[src/rdma_pkg.sv]
// Shared definitions for the RDMA send-queue front end.
// Field widths, RoCE opcode values and the packed structs for work
// requests, memory commands and decoded ACKs live here. Modules import
// this package inside their body and use scoped names in port lists.
`default_nettype none

package rdma_pkg;

  localparam int VADDR_BITS  = 48;
  localparam int LEN_BITS    = 28;
  localparam int PID_BITS    = 6;
  localparam int QPN_BITS    = 10;
  localparam int MSN_BITS    = 24;
  localparam int OPCODE_BITS = 5;
  localparam int SNDRM_BITS  = 8;

  // Raw ACK word, is_nak sits in bit 0
  localparam int ACK_PID_LSB   = 1;
  localparam int ACK_SNDRM_LSB = ACK_PID_LSB + PID_BITS;
  localparam int ACK_MSN_LSB   = ACK_SNDRM_LSB + SNDRM_BITS;
  localparam int ACK_RAW_BITS  = ACK_MSN_LSB + MSN_BITS;

  typedef logic [VADDR_BITS-1:0]  vaddr_t;
  typedef logic [LEN_BITS-1:0]    len_t;
  typedef logic [PID_BITS-1:0]    pid_t;
  typedef logic [QPN_BITS-1:0]    qpn_t;
  typedef logic [MSN_BITS-1:0]    msn_t;
  typedef logic [OPCODE_BITS-1:0] opcode_t;
  typedef logic [ACK_RAW_BITS-1:0] ack_raw_t;

  // RC opcodes as carried in the BTH
  localparam opcode_t RDMA_OP_SEND  = 5'h04;
  localparam opcode_t RDMA_OP_WRITE = 5'h0a;
  localparam opcode_t RDMA_OP_READ  = 5'h0c;

  typedef struct packed {
    opcode_t opcode;
    qpn_t    qpn;
    pid_t    pid;
    logic    host;
    vaddr_t  vaddr;
    len_t    len;
  } rdma_sq_req_t;

  typedef struct packed {
    vaddr_t vaddr;
    len_t   len;
    logic   host;
    pid_t   pid;
  } mem_req_t;

  typedef struct packed {
    logic                  is_nak;
    pid_t                  pid;
    logic [SNDRM_BITS-1:0] syndrome;
    msn_t                  msn;
  } rdma_ack_t;

endpackage

`default_nettype wire

[src/sq_flow_ctrl.sv]
// Admission control for the send queue.
// Counts requests in flight and closes both valid and ready of the
// queue once MAX_OUTSTANDING are outstanding. Each credit release from
// the ACK checker frees one slot again.
`default_nettype none

module sq_flow_ctrl #(
  parameter int MAX_OUTSTANDING = 4
) (
  input  wire logic nclk,
  input  wire logic nresetn,
  input  wire logic sq_valid,
  input  wire logic fifo_ready,
  input  wire logic credit_release,
  output logic      sq_ready,
  output logic      fifo_valid
);

  logic [15:0] cnt_outstanding;
  logic        credit_ok;
  logic        accept;

  // Room for one more request in flight
  assign credit_ok = cnt_outstanding < 16'(MAX_OUTSTANDING);

  assign sq_ready   = fifo_ready & credit_ok;
  assign fifo_valid = sq_valid & credit_ok;
  assign accept     = sq_valid & sq_ready;

  // Accept and release may coincide and then cancel
  always_ff @(posedge nclk) begin
    if (!nresetn) begin
      cnt_outstanding <= '0;
    end else begin
      case ({accept, credit_release})
        2'b10: begin
          cnt_outstanding <= cnt_outstanding + 16'd1;
        end
        2'b01: begin
          cnt_outstanding <= cnt_outstanding - 16'd1;
        end
        default: begin
          cnt_outstanding <= cnt_outstanding;
        end
      endcase
    end
  end

  // Requests still queued ahead of request generation count too
  a_cnt_limit: assert property (
    @(posedge nclk) disable iff (!nresetn)
    cnt_outstanding <= 16'(MAX_OUTSTANDING)
  );

  // Only credit taken by an earlier admission may come back
  a_cnt_no_wrap: assert property (
    @(posedge nclk) disable iff (!nresetn)
    credit_release && !accept |-> cnt_outstanding != '0
  );

endmodule

`default_nettype wire

[src/sq_cmd_fifo.sv]
// Short queue of admitted work requests.
// Entries are written into a register array and the head entry drives
// the output, so a request pushed on one edge is visible after it.
// in_ready drops while all FIFO_DEPTH slots are taken.
`default_nettype none

module sq_cmd_fifo #(
  parameter int FIFO_DEPTH = 2
) (
  input  wire logic                   nclk,
  input  wire logic                   nresetn,
  input  wire logic                   in_valid,
  input  wire rdma_pkg::rdma_sq_req_t in_req,
  input  wire logic                   out_ready,
  output logic                        in_ready,
  output logic                        out_valid,
  output rdma_pkg::rdma_sq_req_t      out_req
);
  import rdma_pkg::*;

  localparam int PTR_BITS = (FIFO_DEPTH > 1) ? $clog2(FIFO_DEPTH) : 1;
  localparam int CNT_BITS = $clog2(FIFO_DEPTH + 1);

  rdma_sq_req_t        mem [FIFO_DEPTH];
  logic [PTR_BITS-1:0] wr_ptr;
  logic [PTR_BITS-1:0] rd_ptr;
  logic [CNT_BITS-1:0] count;
  logic                full;
  logic                push;
  logic                pop;

  assign full      = count == CNT_BITS'(FIFO_DEPTH);
  assign in_ready  = !full;
  assign out_valid = count != '0;
  assign out_req   = mem[rd_ptr];

  assign push = in_valid & in_ready;
  assign pop  = out_valid & out_ready;

  always_ff @(posedge nclk) begin
    if (push) begin
      mem[wr_ptr] <= in_req;
    end
  end

  always_ff @(posedge nclk) begin
    if (!nresetn) begin
      wr_ptr <= '0;
      rd_ptr <= '0;
      count  <= '0;
    end else begin
      if (push) begin
        wr_ptr <= (wr_ptr == PTR_BITS'(FIFO_DEPTH - 1)) ? '0 : wr_ptr + PTR_BITS'(1);
      end
      if (pop) begin
        rd_ptr <= (rd_ptr == PTR_BITS'(FIFO_DEPTH - 1)) ? '0 : rd_ptr + PTR_BITS'(1);
      end
      // Occupancy
      case ({push, pop})
        2'b10: begin
          count <= count + CNT_BITS'(1);
        end
        2'b01: begin
          count <= count - CNT_BITS'(1);
        end
        default: begin
          count <= count;
        end
      endcase
    end
  end

  // A full queue has its write pointer back on the oldest entry
  a_no_push_full: assert property (
    @(posedge nclk) disable iff (!nresetn)
    full |-> wr_ptr == rd_ptr
  );

  // An empty queue has nothing between the read and write pointers
  a_no_pop_empty: assert property (
    @(posedge nclk) disable iff (!nresetn)
    !out_valid |-> wr_ptr == rd_ptr
  );

endmodule

`default_nettype wire

[src/mem_req_gen.sv]
// Memory command generation for admitted work requests.
// READ needs the local landing buffer written, so it becomes a write
// command. WRITE and SEND fetch local payload through a read command.
// A command is held until accepted, and nothing new is popped while a
// command would still be pending on the next edge.
`default_nettype none

module mem_req_gen (
  input  wire logic                   nclk,
  input  wire logic                   nresetn,
  input  wire logic                   cmd_valid,
  input  wire rdma_pkg::rdma_sq_req_t cmd,
  input  wire logic                   rd_req_ready,
  input  wire logic                   wr_req_ready,
  output logic                        cmd_ready,
  output logic                        rd_req_valid,
  output rdma_pkg::mem_req_t          rd_req,
  output logic                        wr_req_valid,
  output rdma_pkg::mem_req_t          wr_req
);
  import rdma_pkg::*;

  mem_req_t cmd_mem;
  logic     to_rd;
  logic     to_wr;
  logic     pop;

  // Same fields for both directions
  always_comb begin
    cmd_mem.vaddr = cmd.vaddr;
    cmd_mem.len   = cmd.len;
    cmd_mem.host  = cmd.host;
    cmd_mem.pid   = cmd.pid;
  end

  // Unknown opcodes match neither and are dropped on pop
  always_comb begin
    to_rd = 1'b0;
    to_wr = 1'b0;
    case (cmd.opcode)
      RDMA_OP_WRITE, RDMA_OP_SEND: begin
        to_rd = 1'b1;
      end
      RDMA_OP_READ: begin
        to_wr = 1'b1;
      end
      default: begin
        to_rd = 1'b0;
        to_wr = 1'b0;
      end
    endcase
  end

  assign cmd_ready = (!rd_req_valid || rd_req_ready) && (!wr_req_valid || wr_req_ready);
  assign pop       = cmd_valid & cmd_ready;

  always_ff @(posedge nclk) begin
    if (!nresetn) begin
      rd_req_valid <= 1'b0;
      wr_req_valid <= 1'b0;
    end else begin
      if (rd_req_ready) begin
        rd_req_valid <= 1'b0;
      end
      if (wr_req_ready) begin
        wr_req_valid <= 1'b0;
      end
      // New command wins over the acceptance of the old one
      if (pop && to_rd) begin
        rd_req_valid <= 1'b1;
      end
      if (pop && to_wr) begin
        wr_req_valid <= 1'b1;
      end
    end
  end

  always_ff @(posedge nclk) begin
    if (pop && to_rd) begin
      rd_req <= cmd_mem;
    end
    if (pop && to_wr) begin
      wr_req <= cmd_mem;
    end
  end

  a_rd_hold: assert property (
    @(posedge nclk) disable iff (!nresetn)
    rd_req_valid && !rd_req_ready |=> rd_req_valid && $stable(rd_req)
  );

  a_wr_hold: assert property (
    @(posedge nclk) disable iff (!nresetn)
    wr_req_valid && !wr_req_ready |=> wr_req_valid && $stable(wr_req)
  );

endmodule

`default_nettype wire

[src/ack_rx_check.sv]
// ACK receive check.
// Unpacks the raw ACK word and compares its MSN with the next expected
// one. In-sequence ACKs and NAKs are reported one cycle later and free
// one credit. Out-of-sequence ones are dropped and counted, and the
// updated count is flagged with psn_drop_valid.
`default_nettype none

module ack_rx_check (
  input  wire logic             nclk,
  input  wire logic             nresetn,
  input  wire logic             ack_in_valid,
  input  wire rdma_pkg::ack_raw_t ack_in,
  output logic                  ack_valid,
  output rdma_pkg::rdma_ack_t   ack,
  output logic                  credit_release,
  output logic                  psn_drop_valid,
  output logic [31:0]           psn_drop_count
);
  import rdma_pkg::*;

  rdma_ack_t ack_dec;
  msn_t      exp_msn;
  logic      msn_match;

  // Raw word layout from bit 0 upwards
  always_comb begin
    ack_dec.is_nak   = ack_in[0];
    ack_dec.pid      = ack_in[ACK_PID_LSB +: PID_BITS];
    ack_dec.syndrome = ack_in[ACK_SNDRM_LSB +: SNDRM_BITS];
    ack_dec.msn      = ack_in[ACK_MSN_LSB +: MSN_BITS];
  end

  assign msn_match = ack_dec.msn == exp_msn;

  always_ff @(posedge nclk) begin
    if (!nresetn) begin
      ack_valid      <= 1'b0;
      psn_drop_valid <= 1'b0;
      psn_drop_count <= '0;
      exp_msn        <= '0;
    end else begin
      ack_valid      <= ack_in_valid & msn_match;
      psn_drop_valid <= ack_in_valid & !msn_match;
      if (ack_in_valid && msn_match) begin
        exp_msn <= exp_msn + msn_t'(1);
      end
      if (ack_in_valid && !msn_match) begin
        psn_drop_count <= psn_drop_count + 32'd1;
      end
    end
  end

  always_ff @(posedge nclk) begin
    if (ack_in_valid) begin
      ack <= ack_dec;
    end
  end

  // NAKs free their slot as well
  assign credit_release = ack_valid;

endmodule

`default_nettype wire

[src/rdma_sq_top.sv]
// Top level of the send-queue front end.
// Work requests pass admission control, wait in a short queue and are
// turned into memory read or write commands. Incoming ACKs are checked
// against the expected MSN and return credit to admission.
`default_nettype none

module rdma_sq_top #(
  parameter int MAX_OUTSTANDING = 4,
  parameter int FIFO_DEPTH      = 2
) (
  input  wire logic                   nclk,
  input  wire logic                   nresetn,
  input  wire logic                   sq_valid,
  input  wire rdma_pkg::rdma_sq_req_t sq_req,
  input  wire logic                   rd_req_ready,
  input  wire logic                   wr_req_ready,
  input  wire logic                   ack_in_valid,
  input  wire rdma_pkg::ack_raw_t     ack_in,
  output logic                        sq_ready,
  output logic                        rd_req_valid,
  output rdma_pkg::mem_req_t          rd_req,
  output logic                        wr_req_valid,
  output rdma_pkg::mem_req_t          wr_req,
  output logic                        ack_valid,
  output rdma_pkg::rdma_ack_t         ack,
  output logic                        psn_drop_valid,
  output logic [31:0]                 psn_drop_count
);
  import rdma_pkg::*;

  // Admission to queue
  logic         fifo_in_valid;
  logic         fifo_in_ready;

  // Queue to request generation
  logic         cmd_valid;
  logic         cmd_ready;
  rdma_sq_req_t cmd;

  logic         credit_release;

  sq_flow_ctrl #(
    .MAX_OUTSTANDING(MAX_OUTSTANDING)
  ) i_sq_flow_ctrl (
    .nclk           (nclk),
    .nresetn        (nresetn),
    .sq_valid       (sq_valid),
    .fifo_ready     (fifo_in_ready),
    .credit_release (credit_release),
    .sq_ready       (sq_ready),
    .fifo_valid     (fifo_in_valid)
  );

  sq_cmd_fifo #(
    .FIFO_DEPTH(FIFO_DEPTH)
  ) i_sq_cmd_fifo (
    .nclk      (nclk),
    .nresetn   (nresetn),
    .in_valid  (fifo_in_valid),
    .in_req    (sq_req),
    .out_ready (cmd_ready),
    .in_ready  (fifo_in_ready),
    .out_valid (cmd_valid),
    .out_req   (cmd)
  );

  mem_req_gen i_mem_req_gen (
    .nclk         (nclk),
    .nresetn      (nresetn),
    .cmd_valid    (cmd_valid),
    .cmd          (cmd),
    .rd_req_ready (rd_req_ready),
    .wr_req_ready (wr_req_ready),
    .cmd_ready    (cmd_ready),
    .rd_req_valid (rd_req_valid),
    .rd_req       (rd_req),
    .wr_req_valid (wr_req_valid),
    .wr_req       (wr_req)
  );

  ack_rx_check i_ack_rx_check (
    .nclk           (nclk),
    .nresetn        (nresetn),
    .ack_in_valid   (ack_in_valid),
    .ack_in         (ack_in),
    .ack_valid      (ack_valid),
    .ack            (ack),
    .credit_release (credit_release),
    .psn_drop_valid (psn_drop_valid),
    .psn_drop_count (psn_drop_count)
  );

endmodule

`default_nettype wire

[config.mk]
export PLATFORM = sky130hd
export DESIGN_NAME = rdma_sq_top
export DESIGN_NICKNAME = d
export VERILOG_FILES = /design/src/rdma_pkg.sv /design/src/sq_flow_ctrl.sv /design/src/sq_cmd_fifo.sv /design/src/mem_req_gen.sv /design/src/ack_rx_check.sv /design/src/rdma_sq_top.sv
export SDC_FILE = /design/constraint.sdc
export NUM_CORES = 1
export LEC_CHECK = 0
export BUFFER_PORTS_ARGS = -buffer_cell sky130_fd_sc_hd__buf_4
export CAP_MARGIN = 10
export CORE_MARGIN = 10
export CORE_UTILIZATION = 39
export DETAILED_ROUTE_END_ITERATION = 8
export GPL_TIMING_DRIVEN = 0
export PLACE_DENSITY_LB_ADDON = 0.12
export SKIP_CTS_REPAIR_TIMING = 1
export SLEW_MARGIN = 20
export SYNTH_ARGS = -nofsm -noshare
export SYNTH_HDL_FRONTEND = slang
export SYNTH_SLANG_ARGS = --single-unit
export TNS_END_PERCENT = 20
[constraint.sdc]
create_clock -name nclk -period 7.4 [get_ports nclk]
set_input_delay 0 -clock nclk [delete_from_list [all_inputs] [get_ports nclk]]
set_output_delay 0 -clock nclk [all_outputs]
set_load 0.05 [all_outputs]
==> impl_metrics.xml <==
<?xml version="1.0" encoding="UTF-8"?>
<metrics>
  <group name="timing">
    <metric name="final-hold-violation-count" unit="">0</metric>
    <metric name="timing.fmax" unit="GHz">0.228</metric>
    <metric name="max-slew-margin-rel" unit="%">46.0</metric>
    <metric name="endpoints_failing_setup" unit="">0</metric>
    <metric name="timing.final.crit_period" unit="ns">4.38</metric>
    <metric name="post-route-period-util" unit="%">59.2</metric>
    <metric name="report.final.slew_viol_count" unit="">0</metric>
    <metric name="rsz0062_at_grt" unit="">false</metric>
    <metric name="tightest_slew" unit="ns">0.810</metric>
    <metric name="fin_worst_hold_slack" unit="ns">0.156</metric>
    <metric name="timing.clock.skew" unit="ns">0.0196</metric>
  </group>
  <group name="worst_hold_path">
    <metric name="worstHoldPathCells" unit="">2</metric>
    <metric name="hold_class" unit="">input pin to flip-flop</metric>
  </group>
  <group name="global_route">
    <metric name="antenna_violations_before_repair" unit="">3</metric>
    <metric name="grt_start_max_net_pins" unit="">41</metric>
    <metric name="grt_first_pass_wirelength" unit="µm">64700</metric>
    <metric name="vias_in_the_first_global_route" unit="">10541</metric>
    <metric name="overflow" unit="">0</metric>
    <metric name="globalRouteTotalUtil" unit="%">15.9</metric>
  </group>
  <group name="critical_path">
    <metric name="crit_path_max_incr_delay" unit="ns">0.54</metric>
    <metric name="worst_setup_path_end_kind" unit="">flip-flop</metric>
    <metric name="worstPathMaxFanout" unit="">17</metric>
    <metric name="setup.worst_path.start_class" unit="">flip-flop</metric>
    <metric name="crit_buf_inv" unit="">0</metric>
    <metric name="path_cells" unit="">or4_1 -&gt; a2111oi_0 -&gt; and3_1 -&gt; nand2_1 -&gt; ha_1 -&gt; fa_1 -&gt; a21o_1 -&gt; a221o_1 -&gt; a221oi_1 -&gt; o21ai_0 -&gt; o311a_1</metric>
    <metric name="timing.critical_path.arrival" unit="ns">4.82</metric>
    <metric name="crit_path_slowest_cell" unit="">or4_1</metric>
    <metric name="worstPathRequired" unit="ns">7.84</metric>
    <metric name="critical_path.top_delay_family" unit="">compound AO/OA/AOI/OAI gates</metric>
    <metric name="rr_worst_depth" unit="">11</metric>
    <metric name="count_of_cell_instances_traversed_by_the_critical_path" unit="">11</metric>
    <metric name="critPathKind" unit="">flip-flop to flip-flop</metric>
  </group>
  <group name="logic_synthesis">
    <metric name="synth_cells" unit="">1035</metric>
    <metric name="ys_warn_count" unit="">0</metric>
    <metric name="synth-async-reset-ratio" unit="%">0</metric>
    <metric name="synth-edff-count" unit="">381</metric>
    <metric name="avg_synthesized_cell_area" unit="µm²">16.5</metric>
    <metric name="yosys.cell_types.count" unit="">52</metric>
    <metric name="mappedNetlistNets" unit="">1197</metric>
    <metric name="yosysSeqAreaShare" unit="%">76.5</metric>
    <metric name="synth.cell_area" unit="µm²">17100</metric>
    <metric name="synth_flop_cell" unit="">edfxtp_1</metric>
    <metric name="ys_ff_latch" unit="">462</metric>
  </group>
  <group name="layout">
    <metric name="final_nets" unit="">1773</metric>
    <metric name="final_layout_size_suffix_gt1_share" unit="%">34.3</metric>
    <metric name="layout-area-overhead-vs-synth" unit="%">40.4</metric>
    <metric name="final_common_cell" unit="">edfxtp_1</metric>
    <metric name="layout.cells.most_common_list" unit="">edfxtp_1 (381), buf_4 (374), dlygate4sd3_1 (132)</metric>
  </group>
  <group name="power_and_ir_drop">
    <metric name="power" unit="mW">7.03</metric>
    <metric name="seqPwrFrac" unit="%">47.4</metric>
    <metric name="total_leakage_power" unit="nW">8.88</metric>
    <metric name="power.net_switching" unit="mW">1.84</metric>
    <metric name="power_density" unit="nW/µm²">293</metric>
    <metric name="power_frac_comb" unit="%">18.7</metric>
    <metric name="p_clk_share" unit="%">33.9</metric>
    <metric name="netSwitchingFraction" unit="%">26.1</metric>
    <metric name="power.ir.vdd_worst" unit="mV">0.170</metric>
    <metric name="p_int" unit="mW">5.20</metric>
  </group>
  <group name="run_status">
    <metric name="outcome" unit="">complete, no violations</metric>
  </group>
  <group name="clock_tree">
    <metric name="clockBufferDepth" unit="">3</metric>
    <metric name="tritoncts.num_buffers" unit="">48</metric>
    <metric name="cts_root_buffer" unit="">clkbuf_16</metric>
    <metric name="cts_tree" unit="">built</metric>
    <metric name="clkLatencyLatePin" unit="ns">0.57</metric>
    <metric name="clk_pin_slew_worst_paths" unit="ns">0.06</metric>
    <metric name="numClockSinks" unit="">462</metric>
    <metric name="ctsHtreeMaxLevel" unit="">2</metric>
  </group>
  <group name="routing">
    <metric name="drt_wl_total" unit="µm">44100</metric>
    <metric name="routed_wire_length_per_instance" unit="µm">19.7</metric>
    <metric name="drt-initial-drc-count" unit="">636</metric>
    <metric name="routed_via_density" unit="">4.83</metric>
    <metric name="dr.pass1.iters" unit="">5</metric>
    <metric name="route.antenna.remaining_nets" unit="">0</metric>
    <metric name="route.detailed.drc" unit="">0</metric>
    <metric name="num_vias" unit="">10809</metric>
  </group>
  <group name="floorplan">
    <metric name="placeableCoreArea" unit="µm²">43200</metric>
    <metric name="start_util" unit="%">39.6</metric>
    <metric name="row_count" unit="">76</metric>
    <metric name="floorplan.die_area" unit="µm²">52600</metric>
    <metric name="ioPinCount" unit="">385</metric>
    <metric name="die_width" unit="µm">229</metric>
    <metric name="die_h" unit="µm">229</metric>
  </group>
  <group name="placed_design">
    <metric name="hpwl" unit="µm">32400</metric>
    <metric name="port-buffer-count" unit="">374</metric>
    <metric name="place_congestion" unit="">0.821</metric>
  </group>
  <group name="flow_run">
    <metric name="drv.max_cap_violation_count" unit="">0</metric>
  </group>
</metrics>
Yosys cell counts (all sizes together) (6+ instances only):
library cell | instances | area share, %
inv | 20 | 0.44
ha | 18 | 1.3
nor4 | 16 | 0.81
nand2b | 8 | 0.29
clkbuf | 27 | 0.59
o31ai | 9 | 0.40
mux2i | 9 | 0.53
xor2 | 42 | 2.2
nor2 | 68 | 1.5
nand3 | 23 | 0.70
nand4 | 11 | 0.40
dfxtp | 81 | 9.5
nand2 | 27 | 0.59
nor3 | 14 | 0.41
o2111ai | 8 | 0.41
or3 | 15 | 0.55
o211ai | 11 | 0.48
mux2 | 83 | 5.5
o21ai | 31 | 0.91
a21oi | 36 | 1.1
and3 | 15 | 0.55
edfxtp | 381 | 67
xnor2 | 27 | 1.4
or4 | 6 | 0.26
a21o | 6 | 0.26
registers in the layout (all words and copies together) (netlist names), 2 cells and up, named ones only:
signal / count
i_sq_cmd_fifo.mem: 176
i_mem_req_gen.rd_req: 83
i_mem_req_gen.wr_req: 83
i_ack_rx_check.ack: 39
i_ack_rx_check.psn_drop_count: 32
i_ack_rx_check.exp_msn: 24
i_sq_flow_ctrl.cnt_outstanding: 16
i_sq_cmd_fifo.count: 2
worst reg2reg max path, stage by stage, from the launching register on:
cell and delay [ns]:
dfxtp_1 0.32, or4_1 0.54, a2111oi_0 0.30, and3_1 0.31, nand2_1 0.08, ha_1 0.45, fa_1 0.53, a21o_1 0.22
a221o_1 0.37, a221oi_1 0.52, o21ai_0 0.28, o311a_1 0.34
metal layers:
layer,vias up,share of wire [%],track usage (%)
li1,5111,-,-
met1,5340,42,19.2
met2,306,50,27.0
met3,50,6.7,5.19
met4,2,1.5,4.10
met5,-,0.029,0
stage by stage:
stage	setup WS (ns)	area (µm²)	setup TNS [ns]	utilization [%]	cells
after global placement	-2.02	20600	-346.93	47.8	1994
after global routing	2.73	24000	0	55.5	2235
after CTS	2.98	22600	0	52.4	2102
after detailed placement	3.03	21100	0	48.8	2014
final	3.02	24000	0	55.5	2239
after floorplan	1.39	17100	0	-	1035
cell families (layout without fill, tap and decap cells):
logic type | count (synthesis) | in the layout | synth area share, %
XOR/XNOR | 69 | 69 | 3.54
flip-flops | 462 | 462 | 76.5
other | 0 | 5 | 0
AND/OR/NAND/NOR | 223 | 223 | 6.98
adder cells (fa/ha/maj) | 19 | 19 | 1.44
buffers and inverters | 52 | 666 | 1.22
AO/OA/AOI/OAI | 118 | 118 | 4.32
multiplexers | 92 | 92 | 6.00
cell type report:
cell class              instances  area [µm²]
inverters                      20        75.1
plain buffers                  32         133
repair buffers                526        4550
well taps                     585         732
clock buffers                  61        1260
diodes                          5        12.5
fillers                      3551       19200
clock inverters                27         305
flip-flops and latches        462       13100
multi-input cells             521        3840
path summary, 6_finish.rpt:
kind,from,end,slack [ns]
worst max register to register,i_sq_flow_ctrl.cnt_outstanding[3],i_sq_flow_ctrl.cnt_outstanding[14],3.02
worst min register to register,i_sq_flow_ctrl.cnt_outstanding[15],i_sq_flow_ctrl.cnt_outstanding[15],0.49
worst min-delay path,sq_req[24],i_sq_cmd_fifo.mem[0][24],0.16
worst max-delay path,i_sq_flow_ctrl.cnt_outstanding[3],i_sq_flow_ctrl.cnt_outstanding[14],3.02
power by group through the flow:
stage | clock network [mW] | logic [mW] | registers (mW)
2_1_floorplan | 0 | 0.543 | 3.63
4_1_cts | 2.45 | 1.28 | 3.33
3_3_place_gp | 0 | 1.14 | 3.45
5_1_grt | 2.56 | 1.41 | 3.36
3_5_place_dp | 0 | 1.28 | 3.39
6_report | 2.39 | 1.32 | 3.33
Power figures use the tool's default switching activity.
